--- src/dw_cfg_pkg.sv ---
package dw_cfg_pkg;

  //////////////////////////////////////////////////
  // Default sizing of one serializer
  //////////////////////////////////////////////////

  parameter int DEF_UNITS      = 4;   // Words per member vector
  parameter int DEF_WORD_WIDTH = 16;  // Accumulator word
  parameter int DEF_MEMBERS    = 12;  // Member vectors per input beat

  //////////////////////////////////////////////////
  // Kernel and stride limits
  //////////////////////////////////////////////////

  // kw2 is the kernel half-width, 1 to 3 for a 3, 5 or 7 wide kernel
  parameter int KW_MAX = 7;
  // sw_1 is stride minus one
  parameter int SW_MAX = 4;

  //////////////////////////////////////////////////
  // User field widths
  //////////////////////////////////////////////////

  parameter int BITS_KW2       = 2;
  parameter int BITS_SW        = 2;
  parameter int BITS_CLR       = 3;  // Clear field per member
  parameter int BITS_OUT_SHIFT = 2;  // shift_b count

  // Base carries kw2 and sw_1 in its low bits, the rest passes through
  parameter int BASE_WIDTH = 8;

endpackage

--- src/dw_stream_pkg.sv ---
package dw_stream_pkg;

  //////////////////////////////////////////////////
  // Positions inside the base field
  //////////////////////////////////////////////////

  // Lowest bits hold the kernel half-width code
  parameter int I_KW2 = 0;

  // Stride code sits right above kw2
  parameter int I_SW = dw_cfg_pkg::BITS_KW2;

  // Everything above I_SW + BITS_SW is free and travels untouched

  //////////////////////////////////////////////////
  // Output slice
  //////////////////////////////////////////////////

  // Number of beats held in the two-entry output register
  typedef enum logic [1:0] {
    SLICE_EMPTY = 2'd0,  // Nothing held, m_valid low
    SLICE_ONE   = 2'd1,  // Main register full
    SLICE_TWO   = 2'd2   // Main and skid full, input stalled
  } slice_state_e;

  // User word layout
  //   in  : {clr[MEMBERS], shift_b, shift_a, base}
  //   out : {clr of emitted member, base}
  // Both widths scale with MEMBERS, so modules derive them locally

endpackage

--- src/dw_member_shift.sv ---
module dw_member_shift #(
  parameter int MEMBERS    = dw_cfg_pkg::DEF_MEMBERS,
  parameter int UNITS      = dw_cfg_pkg::DEF_UNITS,
  parameter int WORD_WIDTH = dw_cfg_pkg::DEF_WORD_WIDTH,
  localparam int BITS_MEMBERS = $clog2(MEMBERS),
  localparam int BITS_PERIOD  = $clog2(dw_cfg_pkg::KW_MAX + dw_cfg_pkg::SW_MAX)
) (
  input  logic aclk,
  input  logic rst_n,

  input  logic                                          s_valid,
  output logic                                          s_ready,
  input  logic [MEMBERS-1:0][UNITS-1:0][WORD_WIDTH-1:0] s_data,
  input  logic                                          s_last,
  input  logic [BITS_MEMBERS-1:0]                       shift_a,
  input  logic [dw_cfg_pkg::BITS_OUT_SHIFT-1:0]         shift_b,
  input  logic [BITS_PERIOD-1:0]                        period,
  input  logic [MEMBERS-1:0][dw_cfg_pkg::BITS_CLR-1:0]  clr,
  input  logic [dw_cfg_pkg::BASE_WIDTH-1:0]             base,

  output logic                                          a_valid,
  output logic [MEMBERS-1:0][UNITS-1:0][WORD_WIDTH-1:0] a_view,
  output logic [MEMBERS-1:0][dw_cfg_pkg::BITS_CLR-1:0]  a_clr,
  output logic                                          a_last,
  output logic [dw_cfg_pkg::BITS_OUT_SHIFT-1:0]         a_shift_b,
  output logic [BITS_PERIOD-1:0]                        a_period,
  output logic [dw_cfg_pkg::BASE_WIDTH-1:0]             a_base,
  input  logic                                          a_ready
);

  logic [BITS_MEMBERS-1:0] count_a;
  logic                    count_a_last, count_a_en;
  logic                    load;
  logic                    last_q;

  //////////////////////////////////////////////////
  // Step counter
  //////////////////////////////////////////////////

  assign count_a_last = (count_a == '0);
  assign count_a_en   = a_ready & (count_a_last ? s_valid : 1'b1);
  assign s_ready      = a_ready & count_a_last;  // No new beat while steps remain
  assign load         = s_valid & s_ready;

  always_ff @(posedge aclk) begin
    if (!rst_n) begin
      count_a <= '0;
      a_valid <= 1'b0;
    end else begin
      if (count_a_en)
        count_a <= count_a_last ? shift_a : count_a - 1'b1;
      if (s_ready)
        a_valid <= s_valid;  // Held high through the remaining steps
    end
  end

  //////////////////////////////////////////////////
  // Member register, moved up one member per step
  //////////////////////////////////////////////////

  always_ff @(posedge aclk) begin
    if (count_a_en) begin
      if (count_a_last) begin
        a_view <= s_data;
        a_clr  <= clr;
      end else begin
        a_view <= a_view << (UNITS * WORD_WIDTH);  // Zero enters at member 0
        a_clr  <= a_clr << dw_cfg_pkg::BITS_CLR;
      end
    end
    if (load) begin
      last_q    <= s_last;
      a_shift_b <= shift_b;
      a_period  <= period;
      a_base    <= base;
    end
  end

  assign a_last = last_q & count_a_last;

endmodule

--- src/dw_out_slice.sv ---
module dw_out_slice #(
  parameter int WIDTH      = 64,
  parameter int USER_WIDTH = 11
) (
  input  logic aclk,
  input  logic rst_n,

  input  logic                  b_valid,
  input  logic [WIDTH-1:0]      b_data,
  input  logic [USER_WIDTH-1:0] b_user,
  input  logic                  b_last,
  output logic                  b_ready,

  output logic                  m_valid,
  output logic [WIDTH-1:0]      m_data,
  output logic [USER_WIDTH-1:0] m_user,
  output logic                  m_last,
  input  logic                  m_ready
);

  dw_stream_pkg::slice_state_e state, state_next;

  logic                  in_fire, out_fire;
  logic                  load_main, load_skid, main_from_skid;
  logic [WIDTH-1:0]      skid_data;
  logic [USER_WIDTH-1:0] skid_user;
  logic                  skid_last;

  assign in_fire  = b_valid & b_ready;
  assign out_fire = m_valid & m_ready;
  assign m_valid  = (state != dw_stream_pkg::SLICE_EMPTY);

  always_comb begin
    state_next     = state;
    load_main      = 1'b0;
    load_skid      = 1'b0;
    main_from_skid = 1'b0;
    case (state)
      dw_stream_pkg::SLICE_EMPTY: begin
        if (in_fire) begin
          state_next = dw_stream_pkg::SLICE_ONE;
          load_main  = 1'b1;
        end
      end
      dw_stream_pkg::SLICE_ONE: begin
        if (in_fire && !out_fire) begin  // Consumer stalled, park in skid
          state_next = dw_stream_pkg::SLICE_TWO;
          load_skid  = 1'b1;
        end else if (in_fire) begin
          load_main = 1'b1;
        end else if (out_fire) begin
          state_next = dw_stream_pkg::SLICE_EMPTY;
        end
      end
      dw_stream_pkg::SLICE_TWO: begin
        if (out_fire) begin
          state_next     = dw_stream_pkg::SLICE_ONE;
          main_from_skid = 1'b1;
        end
      end
      default: state_next = dw_stream_pkg::SLICE_EMPTY;
    endcase
  end

  always_ff @(posedge aclk) begin
    if (!rst_n) begin
      state   <= dw_stream_pkg::SLICE_EMPTY;
      b_ready <= 1'b0;
    end else begin
      state   <= state_next;
      b_ready <= (state_next != dw_stream_pkg::SLICE_TWO);  // No path from m_ready
    end
  end

  always_ff @(posedge aclk) begin
    if (load_main) begin
      m_data <= b_data;
      m_user <= b_user;
      m_last <= b_last;
    end else if (main_from_skid) begin
      m_data <= skid_data;
      m_user <= skid_user;
      m_last <= skid_last;
    end
    if (load_skid) begin
      skid_data <= b_data;
      skid_user <= b_user;
      skid_last <= b_last;
    end
  end

endmodule

--- src/dw_shift_top.sv ---
module dw_shift_top #(
  parameter int MEMBERS    = dw_cfg_pkg::DEF_MEMBERS,
  parameter int UNITS      = dw_cfg_pkg::DEF_UNITS,
  parameter int WORD_WIDTH = dw_cfg_pkg::DEF_WORD_WIDTH,
  localparam int BITS_MEMBERS = $clog2(MEMBERS),
  localparam int USER_IN      = MEMBERS * dw_cfg_pkg::BITS_CLR
                              + dw_cfg_pkg::BITS_OUT_SHIFT
                              + BITS_MEMBERS + dw_cfg_pkg::BASE_WIDTH,
  localparam int USER_OUT     = dw_cfg_pkg::BITS_CLR + dw_cfg_pkg::BASE_WIDTH
) (
  input  logic aclk,
  input  logic rst_n,

  input  logic                                          s_valid,
  output logic                                          s_ready,
  input  logic [MEMBERS-1:0][UNITS-1:0][WORD_WIDTH-1:0] s_data,
  input  logic [USER_IN-1:0]                            s_user,
  input  logic                                          s_last,

  output logic                                          m_valid,
  input  logic                                          m_ready,
  output logic [UNITS-1:0][WORD_WIDTH-1:0]              m_data,
  output logic [USER_OUT-1:0]                           m_user,
  output logic                                          m_last,

  output logic                                          cfg_error
);

  localparam int BITS_PERIOD = $clog2(dw_cfg_pkg::KW_MAX + dw_cfg_pkg::SW_MAX);

  //////////////////////////////////////////////////
  // Decode
  //////////////////////////////////////////////////

  logic [BITS_MEMBERS-1:0]                      shift_a;
  logic [dw_cfg_pkg::BITS_OUT_SHIFT-1:0]        shift_b;
  logic [BITS_PERIOD-1:0]                       period;
  logic [MEMBERS-1:0][dw_cfg_pkg::BITS_CLR-1:0] clr;
  logic [dw_cfg_pkg::BASE_WIDTH-1:0]            base;

  dw_user_decode #(
    .MEMBERS   (MEMBERS)
  ) u_decode (
    .user      (s_user),
    .valid     (s_valid),
    .shift_a   (shift_a),
    .shift_b   (shift_b),
    .period    (period),
    .clr       (clr),
    .base      (base),
    .cfg_error (cfg_error)
  );

  //////////////////////////////////////////////////
  // Execute
  //////////////////////////////////////////////////

  logic                                          a_valid, a_ready, a_last;
  logic [MEMBERS-1:0][UNITS-1:0][WORD_WIDTH-1:0] a_view;
  logic [MEMBERS-1:0][dw_cfg_pkg::BITS_CLR-1:0]  a_clr;
  logic [dw_cfg_pkg::BITS_OUT_SHIFT-1:0]         a_shift_b;
  logic [BITS_PERIOD-1:0]                        a_period;
  logic [dw_cfg_pkg::BASE_WIDTH-1:0]             a_base;

  logic                                          b_valid, b_ready, b_last;
  logic [UNITS-1:0][WORD_WIDTH-1:0]              b_data;
  logic [USER_OUT-1:0]                           b_user;

  dw_member_shift #(
    .MEMBERS    (MEMBERS),
    .UNITS      (UNITS),
    .WORD_WIDTH (WORD_WIDTH)
  ) u_stage_a (
    .aclk      (aclk),
    .rst_n     (rst_n),
    .s_valid   (s_valid),
    .s_ready   (s_ready),
    .s_data    (s_data),
    .s_last    (s_last),
    .shift_a   (shift_a),
    .shift_b   (shift_b),
    .period    (period),
    .clr       (clr),
    .base      (base),
    .a_valid   (a_valid),
    .a_view    (a_view),
    .a_clr     (a_clr),
    .a_last    (a_last),
    .a_shift_b (a_shift_b),
    .a_period  (a_period),
    .a_base    (a_base),
    .a_ready   (a_ready)
  );

  dw_stride_select #(
    .MEMBERS    (MEMBERS),
    .UNITS      (UNITS),
    .WORD_WIDTH (WORD_WIDTH)
  ) u_stage_b (
    .aclk      (aclk),
    .rst_n     (rst_n),
    .a_valid   (a_valid),
    .a_view    (a_view),
    .a_clr     (a_clr),
    .a_last    (a_last),
    .a_shift_b (a_shift_b),
    .a_period  (a_period),
    .a_base    (a_base),
    .a_ready   (a_ready),
    .b_valid   (b_valid),
    .b_data    (b_data),
    .b_user    (b_user),
    .b_last    (b_last),
    .b_ready   (b_ready)
  );

  // Result
  dw_out_slice #(
    .WIDTH      (UNITS * WORD_WIDTH),
    .USER_WIDTH (USER_OUT)
  ) u_slice (
    .aclk    (aclk),
    .rst_n   (rst_n),
    .b_valid (b_valid),
    .b_data  (b_data),
    .b_user  (b_user),
    .b_last  (b_last),
    .b_ready (b_ready),
    .m_valid (m_valid),
    .m_data  (m_data),
    .m_user  (m_user),
    .m_last  (m_last),
    .m_ready (m_ready)
  );

endmodule

--- src/dw_stride_select.sv ---
module dw_stride_select #(
  parameter int MEMBERS    = dw_cfg_pkg::DEF_MEMBERS,
  parameter int UNITS      = dw_cfg_pkg::DEF_UNITS,
  parameter int WORD_WIDTH = dw_cfg_pkg::DEF_WORD_WIDTH,
  localparam int BITS_PERIOD = $clog2(dw_cfg_pkg::KW_MAX + dw_cfg_pkg::SW_MAX),
  localparam int USER_OUT    = dw_cfg_pkg::BITS_CLR + dw_cfg_pkg::BASE_WIDTH
) (
  input  logic aclk,
  input  logic rst_n,

  input  logic                                          a_valid,
  input  logic [MEMBERS-1:0][UNITS-1:0][WORD_WIDTH-1:0] a_view,
  input  logic [MEMBERS-1:0][dw_cfg_pkg::BITS_CLR-1:0]  a_clr,
  input  logic                                          a_last,
  input  logic [dw_cfg_pkg::BITS_OUT_SHIFT-1:0]         a_shift_b,
  input  logic [BITS_PERIOD-1:0]                        a_period,
  input  logic [dw_cfg_pkg::BASE_WIDTH-1:0]             a_base,
  output logic                                          a_ready,

  output logic                                          b_valid,
  output logic [UNITS-1:0][WORD_WIDTH-1:0]              b_data,
  output logic [USER_OUT-1:0]                           b_user,
  output logic                                          b_last,
  input  logic                                          b_ready
);

  localparam int SEL   = MEMBERS / 3;  // Smallest period is 3
  localparam int P_MIN = 3;
  localparam int P_MAX = dw_cfg_pkg::KW_MAX + dw_cfg_pkg::SW_MAX - 1;

  logic [SEL-1:0][UNITS-1:0][WORD_WIDTH-1:0] sel_next, sel_data;
  logic [SEL-1:0][dw_cfg_pkg::BITS_CLR-1:0]  sel_clr_next, sel_clr;
  logic [dw_cfg_pkg::BITS_OUT_SHIFT-1:0]     count_b;
  logic                                      count_b_last, count_b_en;
  logic                                      last_q;
  logic [dw_cfg_pkg::BASE_WIDTH-1:0]         base_q;

  //////////////////////////////////////////////////
  // Period-aligned pick from the stage-A view
  //////////////////////////////////////////////////

  always_comb begin
    sel_next     = '0;
    sel_clr_next = '0;
    for (int p = P_MIN; p <= P_MAX; p++) begin
      if (a_period == p) begin
        for (int q = 0; q < SEL; q++) begin
          if (q * p + p - 1 < MEMBERS) begin
            sel_next[q]     = a_view[q*p+p-1];
            sel_clr_next[q] = a_clr[q*p+p-1];
          end
        end
      end
    end
  end

  // Counter
  assign count_b_last = (count_b == '0);
  assign count_b_en   = b_ready & (count_b_last ? a_valid : 1'b1);
  assign a_ready      = b_ready & count_b_last;

  always_ff @(posedge aclk) begin
    if (!rst_n) begin
      count_b <= '0;
      b_valid <= 1'b0;
    end else begin
      if (count_b_en)
        count_b <= count_b_last ? a_shift_b : count_b - 1'b1;
      if (a_ready)
        b_valid <= a_valid;
    end
  end

  // Selection shifts down, member 0 is always the one on the bus
  always_ff @(posedge aclk) begin
    if (count_b_en) begin
      sel_data <= count_b_last ? sel_next : sel_data >> (UNITS * WORD_WIDTH);
      sel_clr  <= count_b_last ? sel_clr_next : sel_clr >> dw_cfg_pkg::BITS_CLR;
    end
    if (a_valid & a_ready) begin
      last_q <= a_last;
      base_q <= a_base;
    end
  end

  assign b_data = sel_data[0];
  assign b_user = {sel_clr[0], base_q};
  assign b_last = last_q & count_b_last;  // Only on the final pick

endmodule

--- src/dw_user_decode.sv ---
module dw_user_decode #(
  parameter int MEMBERS = dw_cfg_pkg::DEF_MEMBERS,
  localparam int BITS_MEMBERS = $clog2(MEMBERS),
  localparam int BITS_PERIOD  = $clog2(dw_cfg_pkg::KW_MAX + dw_cfg_pkg::SW_MAX),
  localparam int USER_WIDTH   = MEMBERS * dw_cfg_pkg::BITS_CLR
                              + dw_cfg_pkg::BITS_OUT_SHIFT
                              + BITS_MEMBERS + dw_cfg_pkg::BASE_WIDTH
) (
  input  logic [USER_WIDTH-1:0]                         user,
  input  logic                                          valid,
  output logic [BITS_MEMBERS-1:0]                       shift_a,
  output logic [dw_cfg_pkg::BITS_OUT_SHIFT-1:0]         shift_b,
  output logic [BITS_PERIOD-1:0]                        period,
  output logic [MEMBERS-1:0][dw_cfg_pkg::BITS_CLR-1:0]  clr,
  output logic [dw_cfg_pkg::BASE_WIDTH-1:0]             base,
  output logic                                          cfg_error
);

  logic [dw_cfg_pkg::BITS_KW2-1:0] kw2;
  logic [dw_cfg_pkg::BITS_SW-1:0]  sw_1;

  // Clear fields on top, base at the bottom
  assign {clr, shift_b, shift_a, base} = user;

  assign kw2  = base[dw_stream_pkg::I_KW2 +: dw_cfg_pkg::BITS_KW2];
  assign sw_1 = base[dw_stream_pkg::I_SW +: dw_cfg_pkg::BITS_SW];

  // Kernel width plus stride minus one
  assign period = BITS_PERIOD'(2 * kw2 + 1 + sw_1);

  // kw2 of zero is the width-one kernel, which has no path here
  assign cfg_error = valid & ((kw2 == '0) | (period > MEMBERS));

endmodule

--- config.mk ---
export PLATFORM = sky130hd
export DESIGN_NAME = dw_shift_top
export DESIGN_NICKNAME = d
export VERILOG_FILES = /design/src/dw_cfg_pkg.sv /design/src/dw_stream_pkg.sv /design/src/dw_member_shift.sv /design/src/dw_out_slice.sv /design/src/dw_shift_top.sv /design/src/dw_stride_select.sv /design/src/dw_user_decode.sv
export SDC_FILE = /design/constraint.sdc
export NUM_CORES = 2
export LEC_CHECK = 0
export BUFFER_PORTS_ARGS = -buffer_cell sky130_fd_sc_hd__buf_2
export CAP_MARGIN = 30
export CORE_AREA = 4 4 345 347
export DETAILED_ROUTE_END_ITERATION = 8
export DIE_AREA = 0 0 349 351
export GPL_ROUTABILITY_DRIVEN = 0
export MAX_ROUTING_LAYER = met4
export PLACE_DENSITY = 0.69
export SYNTH_ARGS = -nofsm -noshare
export SYNTH_HDL_FRONTEND = slang
export SYNTH_SLANG_ARGS = --single-unit
export TNS_END_PERCENT = 20
--- constraint.sdc ---
create_clock -name aclk -period 33.9 [get_ports aclk]
set_input_delay 10.17 -clock aclk [delete_from_list [all_inputs] [get_ports aclk]]
set_output_delay 10.17 -clock aclk [all_outputs]
set_load 0.01 [all_outputs]
== After elaboration in Yosys (flattened, before gate mapping) ==
Cells that the tools add are included.
Operators by class
  add/subtract/negate cells: 4
  $lt $le $gt $ge: 1
  equality and inequality tests: 11
  mux-type cells: 43
  bitwise logic cells: 12
  reductions and logical operators: 9
Operators with widths (number)
  $mux 768: 1
  $mux 192: 3
  $mux 64: 6
  $mux 128: 2
  $mux 36: 1
  $mux 9: 3
  $mux 11: 2
  $eq 4x3->1 const B: 4
  $eq 4x4->1 const B: 3
  $mux 2: 6
  $mux 3: 4
  $mux 6: 2
  $and 1x1->1: 11
  $mux 1: 10
  $logic_not 2->1: 3
  $pmux 2 s3: 1
  $add 3x1->4 const B: 1
  $add 4x2->4: 1
  $eq 4x2->1 const B: 1
  $gt 4x4->1 const B: 1
  $logic_not 4->1: 1
  $mux 4: 1
  $reduce_bool 2->1: 2
  $sub 4x1->4 const B: 1
  9 further kinds: 9
Word-level totals
  flip-flop bits (word level): 1259
  bits of input ports: 823

== Logic depth before layout (Yosys ltp) ==
  word-level depth: 10
  mapped depth: 9
  gate-level depth less buffers: 8

== Hierarchy ==
A second synthesis with hierarchy kept.
Unflattened totals
  cell total of the unflattened synthesis: 5696
  area total of the unflattened synthesis: 59754.8 um^2
Modules (own cells, without submodules)
  dw_member_shift: times used 1, cells an instance 3309, area each 34944.8 um^2, sequential area each 24693.7 um^2
  dw_stride_select: times used 1, cells an instance 2071, area each 18696.7 um^2, sequential area each 8378.0 um^2
  dw_out_slice: times used 1, cells an instance 256, area each 5662.9 um^2, sequential area each 4624.4 um^2
  dw_user_decode: times used 1, cells an instance 60, area each 450.4 um^2, sequential area each 0.0 um^2

== Worst setup path before layout ==
OpenSTA, ideal clock, no wires.
  path kind: input to register
  from: in s_valid
  to: reg u_stage_a.count_a[0]
  arrival time: 27.853 ns
  slack: 5.921 ns
  cell stages on the path: 5
  buffers on the path: 0
  cells stage by stage: nor2_1 or2_2 inv_1 o21ai_0 a21oi_1
On the way
  longest elaborated chain between the ends: 2
Ends and longest elaborated chain
  start: declaration: line dw_shift_top.sv:14  | input logic s_valid,
  $mux 1: line dw_member_shift.sv:41  | assign count_a_en = a_ready & (count_a_last ? s_valid : 1'b1);
  $and 1x1->1: line dw_member_shift.sv:41
  via u_stage_a.count_a_en: line dw_member_shift.sv:32  | logic count_a_last, count_a_en;
  end signal: assignment: line dw_member_shift.sv:51  | count_a <= count_a_last ? shift_a : count_a - 1'b1;
  end: declaration: line dw_member_shift.sv:31  | logic [BITS_MEMBERS-1:0] count_a;
The timed path passes the listed nets, and every way through them passes these cells.
A chain may end at the register's enable or synchronous reset.

== Worst setup path after layout ==
  from: in s_user[0]
  to: out cfg_error
On the way
  longest elaborated chain between the ends: 5
  elaborated cells on any way between the ends: 6
Ends and longest elaborated chain
  start: declaration: line dw_shift_top.sv:17  | input logic [USER_IN-1:0] s_user,
  $add 3x1->4: line dw_user_decode.sv:29  | assign period = BITS_PERIOD'(2 * kw2 + 1 + sw_1);
  $add 4x2->4: line dw_user_decode.sv:29
  via period[3]: line dw_shift_top.sv:37  | logic [BITS_PERIOD-1:0] period;
  $gt 4x4->1: line dw_user_decode.sv:32  | assign cfg_error = valid & ((kw2 == '0) | (period > MEMBERS));
  $or 1x1->1: line dw_user_decode.sv:32
  $and 1x1->1: line dw_user_decode.sv:32
  end: declaration: line dw_shift_top.sv:26  | output logic cfg_error
The timed path passes the listed nets, and every way through them passes these cells.

==> impl_metrics.json <==
{
  "reg2reg_setup_slack_ns": 28.92,
  "synth_edf_count": 1248,
  "core_area_um2": 116000,
  "die_height_um": 351,
  "final.setup.tns_ns": 0,
  "drt_pre_antenna_iters": 8,
  "antenna_found_initial": 64,
  "synthesis.area_um2": 58400,
  "area_growth_syn_to_layout_pct": 17.1,
  "drtAntennaViolNets": 0,
  "hold_path_class": "flip-flop to flip-flop",
  "ir_drop_mv": 0.0518,
  "vias_per_cell": 5.89,
  "nFillCells": 9879,
  "slowest_delay_ns": 0.32,
  "yosysMostFrequentCell": "nand2_1",
  "portBuffers": 901,
  "synth_ff_type": "edfxtp_1",
  "num_rows": 125,
  "timing.hold.ws_ns": 0.418,
  "maxSlewViolCount": 0,
  "grt_pass1_wl_mm": 296,
  "hpwlAfterDp_mm": 145,
  "grt_pass1_vias": 44100,
  "cp-start-kind": "primary input",
  "fin_crit_sh": 0.633,
  "async_reset_ff_frac": 0,
  "synth-warning-count": 0,
  "crit_fanout": 4,
  "cts_hold_buf": 0,
  "status": "finished clean",
  "preCtsSetupSlack_ns": 12.43,
  "clk_pin_slew_ns": 0.06,
  "max-clock-path-buffers": 3,
  "fin_nets": 7231,
  "reg2reg_depth": 10,
  "path_delay_family": "adder cells",
  "post-cts-setup-buffers": 0,
  "ys_top_cells_by_count": "2537 x nand2_1, 1248 x edfxtp_1, 336 x nor2_1",
  "vias": 47700,
  "endpoint_kind": "primary output",
  "clkSinkCount": 1259,
  "power.density_nw_per_um2": 70.8,
  "critPathRequiredTime_ns": 23.73,
  "htree_num_levels": 4,
  "synth_top_area_cell": "edfxtp_1",
  "skew_ns": 0.0262,
  "ys_seq_area_frac": 0.646,
  "cts_tree": "yes",
  "min_period_ns": 21.46,
  "drc": 0,
  "cp_cell_sequence": "buf_2 -> ha_1 -> a21oi_1 -> nor2b_1 -> and3b_1 -> o21a_1 -> buf_2",
  "syn_inst": 5701,
  "io_pins": 902,
  "endpoint": "cfg_error",
  "fmax_mhz": 46.6,
  "cp.depth": 7,
  "synth.net_count": 6528,
  "die_x_um": 349,
  "p_leak_uw": 0.0290,
  "grt_max_degree": 240,
  "wire_per_inst_um": 26.1,
  "synth.avg_cell_area_um2": 10.2,
  "cts-root-buf": "clkbuf_16",
  "tightest_slew_ns": 1.18,
  "dieArea_um2": 122000,
  "synth-seq-cells": 1259,
  "crit_start": "s_user[0]",
  "ys_types": 54,
  "cap_violations": 0,
  "hold_violations": 0,
  "yosysTopAreaCellShare": 0.642,
  "fin_ws_ns": 12.44,
  "crit_arrival_ns": 11.29,
  "gr-total-overflow": 0,
  "drive_gt1_frac": 0.184,
  "cts_resized": 0,
  "critPathBufInv": 2,
  "cts_buffers": 139,
  "regArea_um2": 37700,
  "track_usage": 0.344,
  "critPathSlowestCell": "ha_1",
  "setup_violations": 0,
  "start_util": 0.504,
  "rsz0062_at_grt": "false",
  "drt_iter0_markers": 7351,
  "worstSkewPairLatency_ns": 0.76,
  "maxSlewHeadroom": 0.211,
  "synthTopCellsByArea": "edfxtp_1 64%, nand2_1 16%, nor2_1 2.2%, a221oi_1 2.1%, o21ai_0 1.7%",
  "timing.rr.start": "u_stage_a.count_a[0]",
  "rr_endpoint": "u_stage_a.a_view[117]",
  "wl_mm": 211,
  "multi_input_comb_area_um2": 18900,
  "cp_common_cell": "buf_2",
  "path_class": "primary input to primary output"
}
[cells in the final DEF (no fill, tap or decap), types with 11 or more instances in the layout]
| cell type | n |
|---|---|
| a21oi_1 | 109 |
| a221o_1 | 32 |
| a221oi_1 | 143 |
| a22o_1 | 44 |
| a22oi_1 | 12 |
| a2bb2oi_1 | 26 |
| and2_1 | 74 |
| and3_1 | 72 |
| buf_2 | 901 |
| buf_4 | 60 |
| clkbuf_1 | 31 |
| clkbuf_16 | 145 |
| clkinv_1 | 32 |
| clkinv_2 | 23 |
| dfxtp_1 | 11 |
| diode_2 | 50 |
| edfxtp_1 | 1248 |
| mux2i_1 | 67 |
| nand2_1 | 2534 |
| nand3_1 | 37 |
| nor2_1 | 332 |
| nor2b_1 | 78 |
| o21a_1 | 12 |
| o21ai_0 | 194 |
| o21ai_1 | 14 |
| o221ai_1 | 37 |
| o22a_1 | 19 |
| o22ai_1 | 78 |
| o32a_1 | 17 |
[where the power goes]
group / total (uW) / leakage, uW / switching [uW] / internal [uW]
sequential: 2280 / 0.0119 / 181 / 2100
clock: 1480 / 0.00213 / 630 / 849
combinational: 1080 / 0.0149 / 759 / 316
[worst reg2reg max path, stage by stage (launching register included)]
cell	delay (ns)
dfxtp_1	0.36
inv_1	0.08
ha_1	0.25
or3b_4	0.58
nor2_1	0.07
or2_2	0.36
inv_8	0.63
buf_4	0.42
buf_16	0.32
buf_4	0.71
buf_4	0.78
[per-layer routing]
| layer | track usage | share of wire | vias up |
|---|---|---|---|
| met5 | - | 0 | - |
| met4 | 0.170 | 0.053 | 0 |
| met3 | 0.103 | 0.13 | 488 |
| met2 | 0.474 | 0.43 | 3239 |
| met1 | 0.463 | 0.39 | 22700 |
| li1 | - | - | 21300 |
[worst min-delay path by stage]
| stage | startpoint | endpoint | slack (ns) | cells past startpoint |
|---|---|---|---|---|
| finish | u_stage_a.a_base[7] | u_stage_b.base_q[7] | 0.42 | 0 |
| global route | u_stage_a.a_base[7] | u_stage_b.base_q[7] | 0.42 | 0 |
| CTS | u_stage_a.a_base[7] | u_stage_b.base_q[7] | 0.42 | 0 |
| detailed placement | u_stage_a.a_base[7] | u_stage_b.base_q[7] | 0.40 | 0 |
| global placement | u_stage_a.a_base[4] | u_stage_b.base_q[4] | 0.41 | 0 |
| floorplan | u_stage_a.a_base[0] | u_stage_b.base_q[0] | 0.40 | 0 |
[state kept, by name, summed over array words and instances (netlist names), 3 cells and up]
signal	count
u_stage_a.a_view	768
u_stage_b.sel_data	192
u_slice.m_data	64
u_slice.skid_data	64
u_stage_b.b_data	64
u_stage_a.a_clr	36
u_slice.m_user	11
u_slice.skid_user	11
u_stage_b.sel_clr	9
u_stage_a.a_base	8
u_stage_b.base_q	8
u_stage_a.a_period	4
u_stage_a.count_a	4
u_stage_b.b_user	3
[cell type report]
type | instances | area share
antenna | 50 | 0.00183
timing repair buffer | 976 | 0.0775
clock buffer | 176 | 0.0548
multi-input combinational | 4020 | 0.277
clock inverter | 73 | 0.00893
inverter | 8 | 0.000586
tap | 1524 | 0.0279
sequential | 1259 | 0.552
[cells by family (layout without fill, tap and decap cells)]
family / count (synthesis) / in the layout / synth area share
AO/OA/AOI/OAI: 776 / 776 / 0.0924
XOR/XNOR: 2 / 2 / 0.000300
adder cells (fa/ha/maj): 4 / 4 / 0.000986
buffers and inverters: 422 / 1233 / 0.0329
flip-flops: 1259 / 1259 / 0.646
multiplexers: 68 / 68 / 0.0117
other: 0 / 50 / 0
AND/OR/NAND/NOR: 3170 / 3170 / 0.216
[metrics by stage]
stage	std cells	utilization	area [um^2]	power, uW
finish	8086	0.590	68300	4840
global route	8080	0.590	68300	5040
CTS	8030	0.587	68100	4820
detailed placement	7781	0.550	63700	3350
global placement	7779	0.549	63700	3320
floorplan	5701	-	58400	3040
Power figures use the tool's default switching activity.
